**src/logic/uart_cfg_pkg.sv**
```systemverilog
package uart_cfg_pkg;

  ////////////////////////////////////////
  // Serial timing
  ////////////////////////////////////////

  // Clock cycles per serial bit
  localparam int unsigned clks_per_bit = 4;

  // Cycle counter width, plenty of headroom for slower rates
  localparam int unsigned bit_cnt_w = 8;

  ////////////////////////////////////////
  // Buffer sizing
  ////////////////////////////////////////

  // Entries per FIFO, both paths
  localparam int unsigned fifo_depth = 8;

  // Pointer width, log2 of depth
  localparam int unsigned fifo_addr_w = 3;

endpackage

```
**src/logic/uart_frame_pkg.sv**
```systemverilog
package uart_frame_pkg;

  // Data bits per frame, sent LSB first
  localparam int unsigned data_bits = 8;

  // One data byte
  typedef logic [data_bits-1:0] byte_t;

  // Receive FIFO entry
  // Byte in the upper bits, error flag in bit 0
  typedef struct packed {
    byte_t data;
    // Stop bit sampled low
    logic  frame_err;
  } rx_entry_t;

endpackage

```
**src/logic/uart_fifo.sv**
```systemverilog
`timescale 1ns/1ns

module uart_fifo #(
  parameter type payload_t = uart_frame_pkg::byte_t
) (
  input  logic     i_Clock,
  input  logic     i_rst_n,
  input  logic     i_wr,
  input  payload_t i_wr_data,
  input  logic     i_rd,
  output payload_t o_rd_data,
  output logic     o_empty,
  output logic     o_full
);

  // Storage
  payload_t mem [uart_cfg_pkg::fifo_depth];

  // Pointers and occupancy
  logic [uart_cfg_pkg::fifo_addr_w-1:0] wr_ptr;
  logic [uart_cfg_pkg::fifo_addr_w-1:0] rd_ptr;
  logic [uart_cfg_pkg::fifo_addr_w:0]   count;

  // Qualified strobes
  logic wr_en;
  logic rd_en;

  assign o_empty = (count == '0);
  assign o_full  = (count == (uart_cfg_pkg::fifo_addr_w + 1)'(uart_cfg_pkg::fifo_depth));

  // Drop writes when full, ignore reads when empty
  assign wr_en = i_wr && !o_full;
  assign rd_en = i_rd && !o_empty;

  // Head entry, first word falls through
  assign o_rd_data = mem[rd_ptr];

  always_ff @(posedge i_Clock)
  begin
    if (wr_en)
      mem[wr_ptr] <= i_wr_data;
  end

  always_ff @(posedge i_Clock or negedge i_rst_n)
  begin
    if (!i_rst_n)
    begin
      wr_ptr <= '0;
      rd_ptr <= '0;
      count  <= '0;
    end
    else
    begin
      // Wrap at last slot
      if (wr_en)
        wr_ptr <= (wr_ptr == (uart_cfg_pkg::fifo_addr_w)'(uart_cfg_pkg::fifo_depth - 1)) ?
                  '0 : wr_ptr + 1'b1;
      if (rd_en)
        rd_ptr <= (rd_ptr == (uart_cfg_pkg::fifo_addr_w)'(uart_cfg_pkg::fifo_depth - 1)) ?
                  '0 : rd_ptr + 1'b1;
      // Occupancy, unchanged on simultaneous push and pop
      case ({wr_en, rd_en})
        2'b10:   count <= count + 1'b1;
        2'b01:   count <= count - 1'b1;
        default: count <= count;
      endcase
    end
  end

endmodule

```
**src/logic/uart_fifo_tx.sv**
```systemverilog
`timescale 1ns/1ns

module uart_fifo_tx (
  input  logic                  i_Clock,
  input  logic                  i_rst_n,
  input  logic                  i_tx_wr,
  input  uart_frame_pkg::byte_t i_tx_byte,
  input  logic                  i_tx_send,
  output logic                  o_tx_full,
  output logic                  o_tx_active,
  output logic                  o_tx_serial,
  output logic                  o_tx_done
);

  typedef enum logic [2:0] {
    s_idle,
    s_start,
    s_data,
    s_stop,
    s_cleanup
  } tx_state_t;

  tx_state_t                                      state;
  logic [uart_cfg_pkg::bit_cnt_w-1:0]             clk_cnt;
  logic [$clog2(uart_frame_pkg::data_bits)-1:0]   bit_idx;
  uart_frame_pkg::byte_t                          tx_data;
  uart_frame_pkg::byte_t                          head;
  logic                                           fifo_rd;
  logic                                           fifo_empty;
  logic                                           bit_end;
  logic                                           last_bit;
  logic                                           launch;

  ////////////////////////////////////////
  // Transmit buffer
  ////////////////////////////////////////

  uart_fifo #(
    .payload_t (uart_frame_pkg::byte_t)
  ) u_tx_fifo (
    .i_Clock   (i_Clock),
    .i_rst_n   (i_rst_n),
    .i_wr      (i_tx_wr),
    .i_wr_data (i_tx_byte),
    .i_rd      (fifo_rd),
    .o_rd_data (head),
    .o_empty   (fifo_empty),
    .o_full    (o_tx_full)
  );

  ////////////////////////////////////////
  // Frame serializer
  ////////////////////////////////////////

  // Last cycle of the current bit
  assign bit_end  = (clk_cnt == (uart_cfg_pkg::bit_cnt_w)'(uart_cfg_pkg::clks_per_bit - 1));
  assign last_bit = (bit_idx ==
                     ($clog2(uart_frame_pkg::data_bits))'(uart_frame_pkg::data_bits - 1));

  // Idle sees work waiting
  assign launch = (state == s_idle) && i_tx_send && !fifo_empty;

  // Head byte copied at launch, FIFO keeps it until the frame is out
  always_ff @(posedge i_Clock)
  begin
    if (launch)
      tx_data <= head;
  end

  always_ff @(posedge i_Clock or negedge i_rst_n)
  begin
    if (!i_rst_n)
    begin
      state       <= s_idle;
      clk_cnt     <= '0;
      bit_idx     <= '0;
      o_tx_serial <= 1'b1;
      o_tx_active <= 1'b0;
      o_tx_done   <= 1'b0;
      fifo_rd     <= 1'b0;
    end
    else
    begin
      // Single cycle strobes
      o_tx_done <= 1'b0;
      fifo_rd   <= 1'b0;
      case (state)
        s_idle:
        begin
          clk_cnt <= '0;
          bit_idx <= '0;
          // Line goes low on the same edge as active
          if (launch)
          begin
            o_tx_active <= 1'b1;
            o_tx_serial <= 1'b0;
            state       <= s_start;
          end
        end
        s_start:
        begin
          if (bit_end)
          begin
            clk_cnt     <= '0;
            o_tx_serial <= tx_data[0];
            state       <= s_data;
          end
          else
            clk_cnt <= clk_cnt + 1'b1;
        end
        s_data:
        begin
          if (bit_end)
          begin
            clk_cnt <= '0;
            if (last_bit)
            begin
              // Stop bit follows
              bit_idx     <= '0;
              o_tx_serial <= 1'b1;
              state       <= s_stop;
            end
            else
            begin
              bit_idx     <= bit_idx + 1'b1;
              o_tx_serial <= tx_data[bit_idx + 1'b1];
            end
          end
          else
            clk_cnt <= clk_cnt + 1'b1;
        end
        s_stop:
        begin
          if (bit_end)
          begin
            // Frame out, release the FIFO entry now
            clk_cnt     <= '0;
            o_tx_active <= 1'b0;
            o_tx_done   <= 1'b1;
            fifo_rd     <= 1'b1;
            state       <= s_cleanup;
          end
          else
            clk_cnt <= clk_cnt + 1'b1;
        end
        // Pop lands here, idle sees fresh flags
        s_cleanup:
          state <= s_idle;
        default:
          state <= s_idle;
      endcase
    end
  end

endmodule

```
**src/logic/uart_fifo_rx.sv**
```systemverilog
`timescale 1ns/1ns

module uart_fifo_rx (
  input  logic                  i_Clock,
  input  logic                  i_rst_n,
  input  logic                  i_rx_serial,
  input  logic                  i_rx_rd,
  output uart_frame_pkg::byte_t o_rx_byte,
  output logic                  o_rx_frame_err,
  output logic                  o_rx_empty,
  output logic                  o_rx_overrun
);

  typedef enum logic [1:0] {
    s_idle,
    s_start,
    s_data,
    s_stop
  } rx_state_t;

  rx_state_t                                      state;
  logic                                           rx_meta;
  logic                                           rx_sync;
  logic                                           rx_prev;
  logic [uart_cfg_pkg::bit_cnt_w-1:0]             clk_cnt;
  logic [$clog2(uart_frame_pkg::data_bits)-1:0]   bit_idx;
  uart_frame_pkg::byte_t                          rx_shift;
  uart_frame_pkg::rx_entry_t                      entry;
  uart_frame_pkg::rx_entry_t                      head;
  logic                                           push;
  logic                                           fifo_full;
  logic                                           bit_end;
  logic                                           half_bit;
  logic                                           sample_data;
  logic                                           sample_stop;

  ////////////////////////////////////////
  // Line synchronizer
  ////////////////////////////////////////

  // Two flops plus one for edge detect, idle line is high
  always_ff @(posedge i_Clock or negedge i_rst_n)
  begin
    if (!i_rst_n)
    begin
      rx_meta <= 1'b1;
      rx_sync <= 1'b1;
      rx_prev <= 1'b1;
    end
    else
    begin
      rx_meta <= i_rx_serial;
      rx_sync <= rx_meta;
      rx_prev <= rx_sync;
    end
  end

  ////////////////////////////////////////
  // Frame deserializer
  ////////////////////////////////////////

  assign bit_end  = (clk_cnt == (uart_cfg_pkg::bit_cnt_w)'(uart_cfg_pkg::clks_per_bit - 1));
  // Middle of start bit, one cycle already spent detecting the edge
  assign half_bit = (clk_cnt == (uart_cfg_pkg::bit_cnt_w)'((uart_cfg_pkg::clks_per_bit - 1) / 2));

  assign sample_data = (state == s_data) && bit_end;
  assign sample_stop = (state == s_stop) && bit_end;

  // Data shift and entry assembly
  always_ff @(posedge i_Clock)
  begin
    if (sample_data)
      rx_shift <= {rx_sync, rx_shift[uart_frame_pkg::data_bits-1:1]};
    if (sample_stop)
    begin
      entry.data      <= rx_shift;
      entry.frame_err <= !rx_sync;
    end
  end

  always_ff @(posedge i_Clock or negedge i_rst_n)
  begin
    if (!i_rst_n)
    begin
      state        <= s_idle;
      clk_cnt      <= '0;
      bit_idx      <= '0;
      push         <= 1'b0;
      o_rx_overrun <= 1'b0;
    end
    else
    begin
      push         <= 1'b0;
      o_rx_overrun <= 1'b0;
      case (state)
        s_idle:
        begin
          clk_cnt <= '0;
          bit_idx <= '0;
          // Falling edge only, a line stuck low starts nothing
          if (rx_prev && !rx_sync)
            state <= s_start;
        end
        s_start:
        begin
          if (half_bit)
          begin
            clk_cnt <= '0;
            // Glitch if line already back high
            state   <= rx_sync ? s_idle : s_data;
          end
          else
            clk_cnt <= clk_cnt + 1'b1;
        end
        s_data:
        begin
          if (bit_end)
          begin
            clk_cnt <= '0;
            bit_idx <= bit_idx + 1'b1;
            if (bit_idx == ($clog2(uart_frame_pkg::data_bits))'(uart_frame_pkg::data_bits - 1))
              state <= s_stop;
          end
          else
            clk_cnt <= clk_cnt + 1'b1;
        end
        s_stop:
        begin
          if (bit_end)
          begin
            clk_cnt <= '0;
            // Full means the entry is lost
            if (fifo_full)
              o_rx_overrun <= 1'b1;
            else
              push <= 1'b1;
            state <= s_idle;
          end
          else
            clk_cnt <= clk_cnt + 1'b1;
        end
        default:
          state <= s_idle;
      endcase
    end
  end

  ////////////////////////////////////////
  // Receive buffer
  ////////////////////////////////////////

  // Only pops lower occupancy, so the delayed push always lands
  uart_fifo #(
    .payload_t (uart_frame_pkg::rx_entry_t)
  ) u_rx_fifo (
    .i_Clock   (i_Clock),
    .i_rst_n   (i_rst_n),
    .i_wr      (push),
    .i_wr_data (entry),
    .i_rd      (i_rx_rd),
    .o_rd_data (head),
    .o_empty   (o_rx_empty),
    .o_full    (fifo_full)
  );

  // Head always visible
  assign o_rx_byte      = head.data;
  assign o_rx_frame_err = head.frame_err;

endmodule

```
**src/logic/uart_fifo_top.sv**
```systemverilog
`timescale 1ns/1ns

module uart_fifo_top (
  input  logic                  i_Clock,
  input  logic                  i_rst_n,
  // Transmit side
  input  logic                  i_tx_wr,
  input  uart_frame_pkg::byte_t i_tx_byte,
  input  logic                  i_tx_send,
  output logic                  o_tx_full,
  output logic                  o_tx_active,
  output logic                  o_tx_serial,
  output logic                  o_tx_done,
  // Receive side
  input  logic                  i_rx_serial,
  input  logic                  i_rx_rd,
  output uart_frame_pkg::byte_t o_rx_byte,
  output logic                  o_rx_frame_err,
  output logic                  o_rx_empty,
  output logic                  o_rx_overrun
);

  // Independent paths, loopback is external
  uart_fifo_tx u_uart_fifo_tx (
    .i_Clock     (i_Clock),
    .i_rst_n     (i_rst_n),
    .i_tx_wr     (i_tx_wr),
    .i_tx_byte   (i_tx_byte),
    .i_tx_send   (i_tx_send),
    .o_tx_full   (o_tx_full),
    .o_tx_active (o_tx_active),
    .o_tx_serial (o_tx_serial),
    .o_tx_done   (o_tx_done)
  );

  uart_fifo_rx u_uart_fifo_rx (
    .i_Clock        (i_Clock),
    .i_rst_n        (i_rst_n),
    .i_rx_serial    (i_rx_serial),
    .i_rx_rd        (i_rx_rd),
    .o_rx_byte      (o_rx_byte),
    .o_rx_frame_err (o_rx_frame_err),
    .o_rx_empty     (o_rx_empty),
    .o_rx_overrun   (o_rx_overrun)
  );

endmodule

```
**config.mk**
```make
export PLATFORM = sky130hd
export DESIGN_NAME = uart_fifo_top
export DESIGN_NICKNAME = d
export VERILOG_FILES = /design/src/logic/uart_cfg_pkg.sv /design/src/logic/uart_frame_pkg.sv /design/src/logic/uart_fifo.sv /design/src/logic/uart_fifo_tx.sv /design/src/logic/uart_fifo_rx.sv /design/src/logic/uart_fifo_top.sv
export SDC_FILE = /design/constraint.sdc
export NUM_CORES = 1
export LEC_CHECK = 0
export ABC_CLOCK_PERIOD_IN_PS = 2900
export BUFFER_PORTS_ARGS = -buffer_cell sky130_fd_sc_hd__buf_2
export CAP_MARGIN = 20
export CORE_MARGIN = 2
export CORE_UTILIZATION = 35
export DETAILED_ROUTE_END_ITERATION = 7
export PLACE_DENSITY_LB_ADDON = 0.3
export SLEW_MARGIN = 5
export SYNTH_ARGS = -nofsm -noshare
export SYNTH_HDL_FRONTEND = slang
export SYNTH_SLANG_ARGS = --single-unit
export TNS_END_PERCENT = 20
```
**constraint.sdc**
```tcl
create_clock -name i_Clock -period 2.9 [get_ports i_Clock]
set_clock_uncertainty 0.15 [all_clocks]
set_input_delay 0 -clock i_Clock [delete_from_list [all_inputs] [get_ports i_Clock]]
set_output_delay 0 -clock i_Clock [all_outputs]
set_load 0.005 [all_outputs]
```
==> impl_metrics.csv <==
group,metric,value,unit
floorplanning,io_pins,29,
yosys,synthCells,525,
clocking,cts_tree,"yes",
global_route,antenna_found_initial,0,
sta,layout_setup_ws,0.355,ns
pwr,ir_drop,0.635,mV
global_route,grt_pass1_vias,4726,
floorplanning,coreArea,25000,um^2
yosys,synth-seq-cells,216,
sta,max_freq,0.393,GHz
critical_path,start_kind,"flip-flop",
yosys,synthesis.area,8870,um^2
critical_path,crit_arrival,2.80,ns
sta,setup_viol,0,
yosys,synth_top_area_share,0.545,
finish,syn_to_final_growth,17.5,%
route,drt_iter0_drc,296,
yosys,ys.warnings.count,0,
run_status,run_status,"complete, no violations",
route,drc_errors,0,
yosys,yosys.area.top_type,"edfxtp_1",
placed_design,gp_congestion,0.793,
placed_design,portBuffers,28,
global_route,grt_max_degree,43,
sta,tns,0,ns
finish,fin_nets,634,
pwr,power.leakage,3.81,nW
global_route,grt_remaining_overflow,0,
yosys,ys_seq_area_frac,0.701,
clocking,cts.repair.resized,0,
yosys,syn_nets,561,
yosys,synth.avg_cell_area,16.9,um^2
clocking,cts_root_buf,"clkbuf_16",
yosys,async_flop_share,0.255,
floorplanning,die_y,163,um
critical_path,worstReg2RegStart,"u_uart_fifo_rx.u_rx_fifo.count[1]$_DFFE_PN0P_",
global_route,grt_pass1_wl,25200,um
clocking,clock-sinks,216,
finish,postLayoutCoreUtil,0.416,
placed_design,dp_slack,0.362,ns
clocking,cts.path.max_buffers,3,
sta,period_share,0.878,
critical_path,cp_max_fo,8,
pwr,powerDensity,893,nW/um^2
finish,final_cell_area,10400,um^2
yosys,synth_cell_type_count,48,
yosys,yosys-top-cells-area,"edfxtp_1 (55%), dfrtp_1 (14%), mux4_2 (8.9%)",
route,routedWlPerCell,16.5,um
sta,slew_headroom,0.369,
floorplanning,dieWidth,163,um
sta,worst_pin_slew,0.946,ns
critical_path,crit_start,"u_uart_fifo_rx.u_rx_fifo.count[1]$_DFFE_PN0P_",
floorplanning,dieArea,26600,um^2
yosys,synth-edff-count,161,
finish,n_antenna_cell,0,
yosys,synth_common_cells,"edfxtp_1 (161), dfrtp_1 (51), mux4_2 (35), nor2_1 (35), mux2_2 (26)",
critical_path,worstSetupPathType,"flip-flop to flip-flop",
critical_path,cp-end-kind,"flip-flop",
route,vias_per_cell,4.86,
critical_path,required,3.16,ns
clocking,clock_latency,0.50,ns
clocking,htree_levels,1,
floorplanning,rows,58,
sta,slew_violations,0,
sta,finalHoldViolCount,0,
flow_run,max_cap_violations,0,
route,antenna_left,0,
placed_design,dpl-instance-area,9520,um^2
yosys,synth_ff_type,"edfxtp_1",
placed_design,dp_hpwl,9910,um
finish,drive_above_1_share,0.252,
sta,fin_crit,2.54,ns
floorplanning,initial_core_util,0.354,
clocking,cts.clk_slew.worst_paths,0.06,ns
pwr,p_total,0.00930,W
global_route,track_usage,0.121,
clocking,cts_buffers,23,
route,dr.pass1.iters,5,
route,vias,4590,
yosys,yosysMostFrequentCell,"edfxtp_1",
sta,grt_setup_unrepaired,"false",
route,drt_wl_total,15600,um
min_path,min_path_type,"input pin to async pin",
cell families (layout without fill, tap and decap cells):
kind of cell | after synthesis | after routing | share of synthesized area
AO/OA/AOI/OAI | 41 | 41 | 0.0320
XOR/XNOR | 21 | 21 | 0.0207
adder cells (fa/ha/maj) | 22 | 22 | 0.0319
buffers and inverters | 33 | 122 | 0.0152
flip-flops | 216 | 216 | 0.701
multiplexers | 67 | 67 | 0.129
AND/OR/NAND/NOR | 125 | 125 | 0.0703
placed cells by master, fill, tap and decap left out, types with 4 or more instances in the layout:
master / n
mux2_2: 26
buf_4: 24
dlygate4sd3_1: 14
edfxtp_1: 161
mux4_2: 35
a21oi_1: 7
xor2_1: 13
dfstp_2: 4
buf_2: 28
mux2i_1: 6
nor4_1: 7
dfrtp_1: 51
nand2_1: 21
nor3_1: 18
clkbuf_1: 7
nand2b_1: 9
xnor2_1: 8
o21ai_0: 11
ha_1: 21
nor2_1: 35
inv_1: 15
nand3_1: 15
a22oi_1: 5
clkbuf_16: 23
a21o_1: 4
final cells by class:
cell class	instances	area, um^2
Tap cell	330	413
Sequential cell	216	6220
Fill cell	2213	14600
Multi-Input combinational cell	276	2510
Timing Repair Buffer	66	460
Inverter	15	56.3
Clock buffer	31	616
Clock inverter	10	141
per-stage QoR:
stage,hold slack [ns],std cells
final,0.0451,944
after global routing,0.136,944
after CTS,0.0893,944
after detailed placement,-0.0408,889
after global placement,-0.0432,889
after floorplan,-0.446,525
power by group:
group	leakage (nW)	switching [W]	internal, W	total [W]
Clock	0.357	0.00116	0.00177	0.00292
Combinational	1.31	0.00105	0.00111	0.00216
Sequential	2.15	0.000423	0.00380	0.00422
Total	3.81	0.00263	0.00667	0.00930
worst paths after layout:
check / endpoint / slack, ns / cells past startpoint
setup / recovery: u_uart_fifo_rx.u_rx_fifo.count[3]$_DFFE_PN0P_ / 0.36 / 9
hold / removal: u_uart_fifo_tx.u_tx_fifo.wr_ptr[1]$_DFFE_PN0P_ / 0.05 / 2
setup reg to reg: u_uart_fifo_rx.u_rx_fifo.count[3]$_DFFE_PN0P_ / 0.36 / 9
hold reg to reg: u_uart_fifo_rx.rx_sync$_DFF_PN1_ / 0.22 / 0
max in group asynchronous: u_uart_fifo_rx.u_rx_fifo.count[1]$_DFFE_PN0P_ / 1.80 / 3
min in group i_Clock: u_uart_fifo_tx.u_tx_fifo.mem[7][7]$_DFFE_PP_ / 0.15 / 2
what timing repair did:
| item | 4_1_cts | 5_1_grt |
|---|---|---|
| setup buffers | 0 | 0 |
| hold buffers | 14 | 0 |
| endpoints found under the hold margin | 119 | 0 |
routing by layer:
layer / routed length [um] / GRT usage / part of all wire
met5: 0 / 0 / 0
met4: 371 / 0.0350 / 0.024
met3: 591 / 0.0216 / 0.038
met2: 7870 / 0.214 / 0.50
met1: 6780 / 0.152 / 0.43
registers in the layout (all words and copies together), names as in the netlist, 3 cells and up, named ones only:
register / flops
u_uart_fifo_rx.entry: 9
u_uart_fifo_rx.bit_idx: 3
u_uart_fifo_tx.u_tx_fifo.rd_ptr: 3
u_uart_fifo_rx.u_rx_fifo.wr_ptr: 3
u_uart_fifo_tx.u_tx_fifo.count: 4
u_uart_fifo_tx.state: 3
u_uart_fifo_rx.u_rx_fifo.mem: 72
u_uart_fifo_tx.u_tx_fifo.mem: 64
u_uart_fifo_tx.clk_cnt: 8
u_uart_fifo_rx.u_rx_fifo.count: 4
u_uart_fifo_tx.tx_data: 8
u_uart_fifo_rx.u_rx_fifo.rd_ptr: 3
u_uart_fifo_rx.rx_shift: 8
u_uart_fifo_tx.u_tx_fifo.wr_ptr: 3
u_uart_fifo_rx.clk_cnt: 8
u_uart_fifo_tx.bit_idx: 3
critical path, cell delays in order, from the launching register on:
cell,delay (ns)
dfrtp_1,0.42
nor3_1,0.25
nand2_1,0.12
nand2_1,0.26
ha_1,0.28
ha_1,0.26
a21o_1,0.18
a21oi_1,0.17
mux2i_1,0.23
xnor2_1,0.15
(Power assumes the default switching activity.)
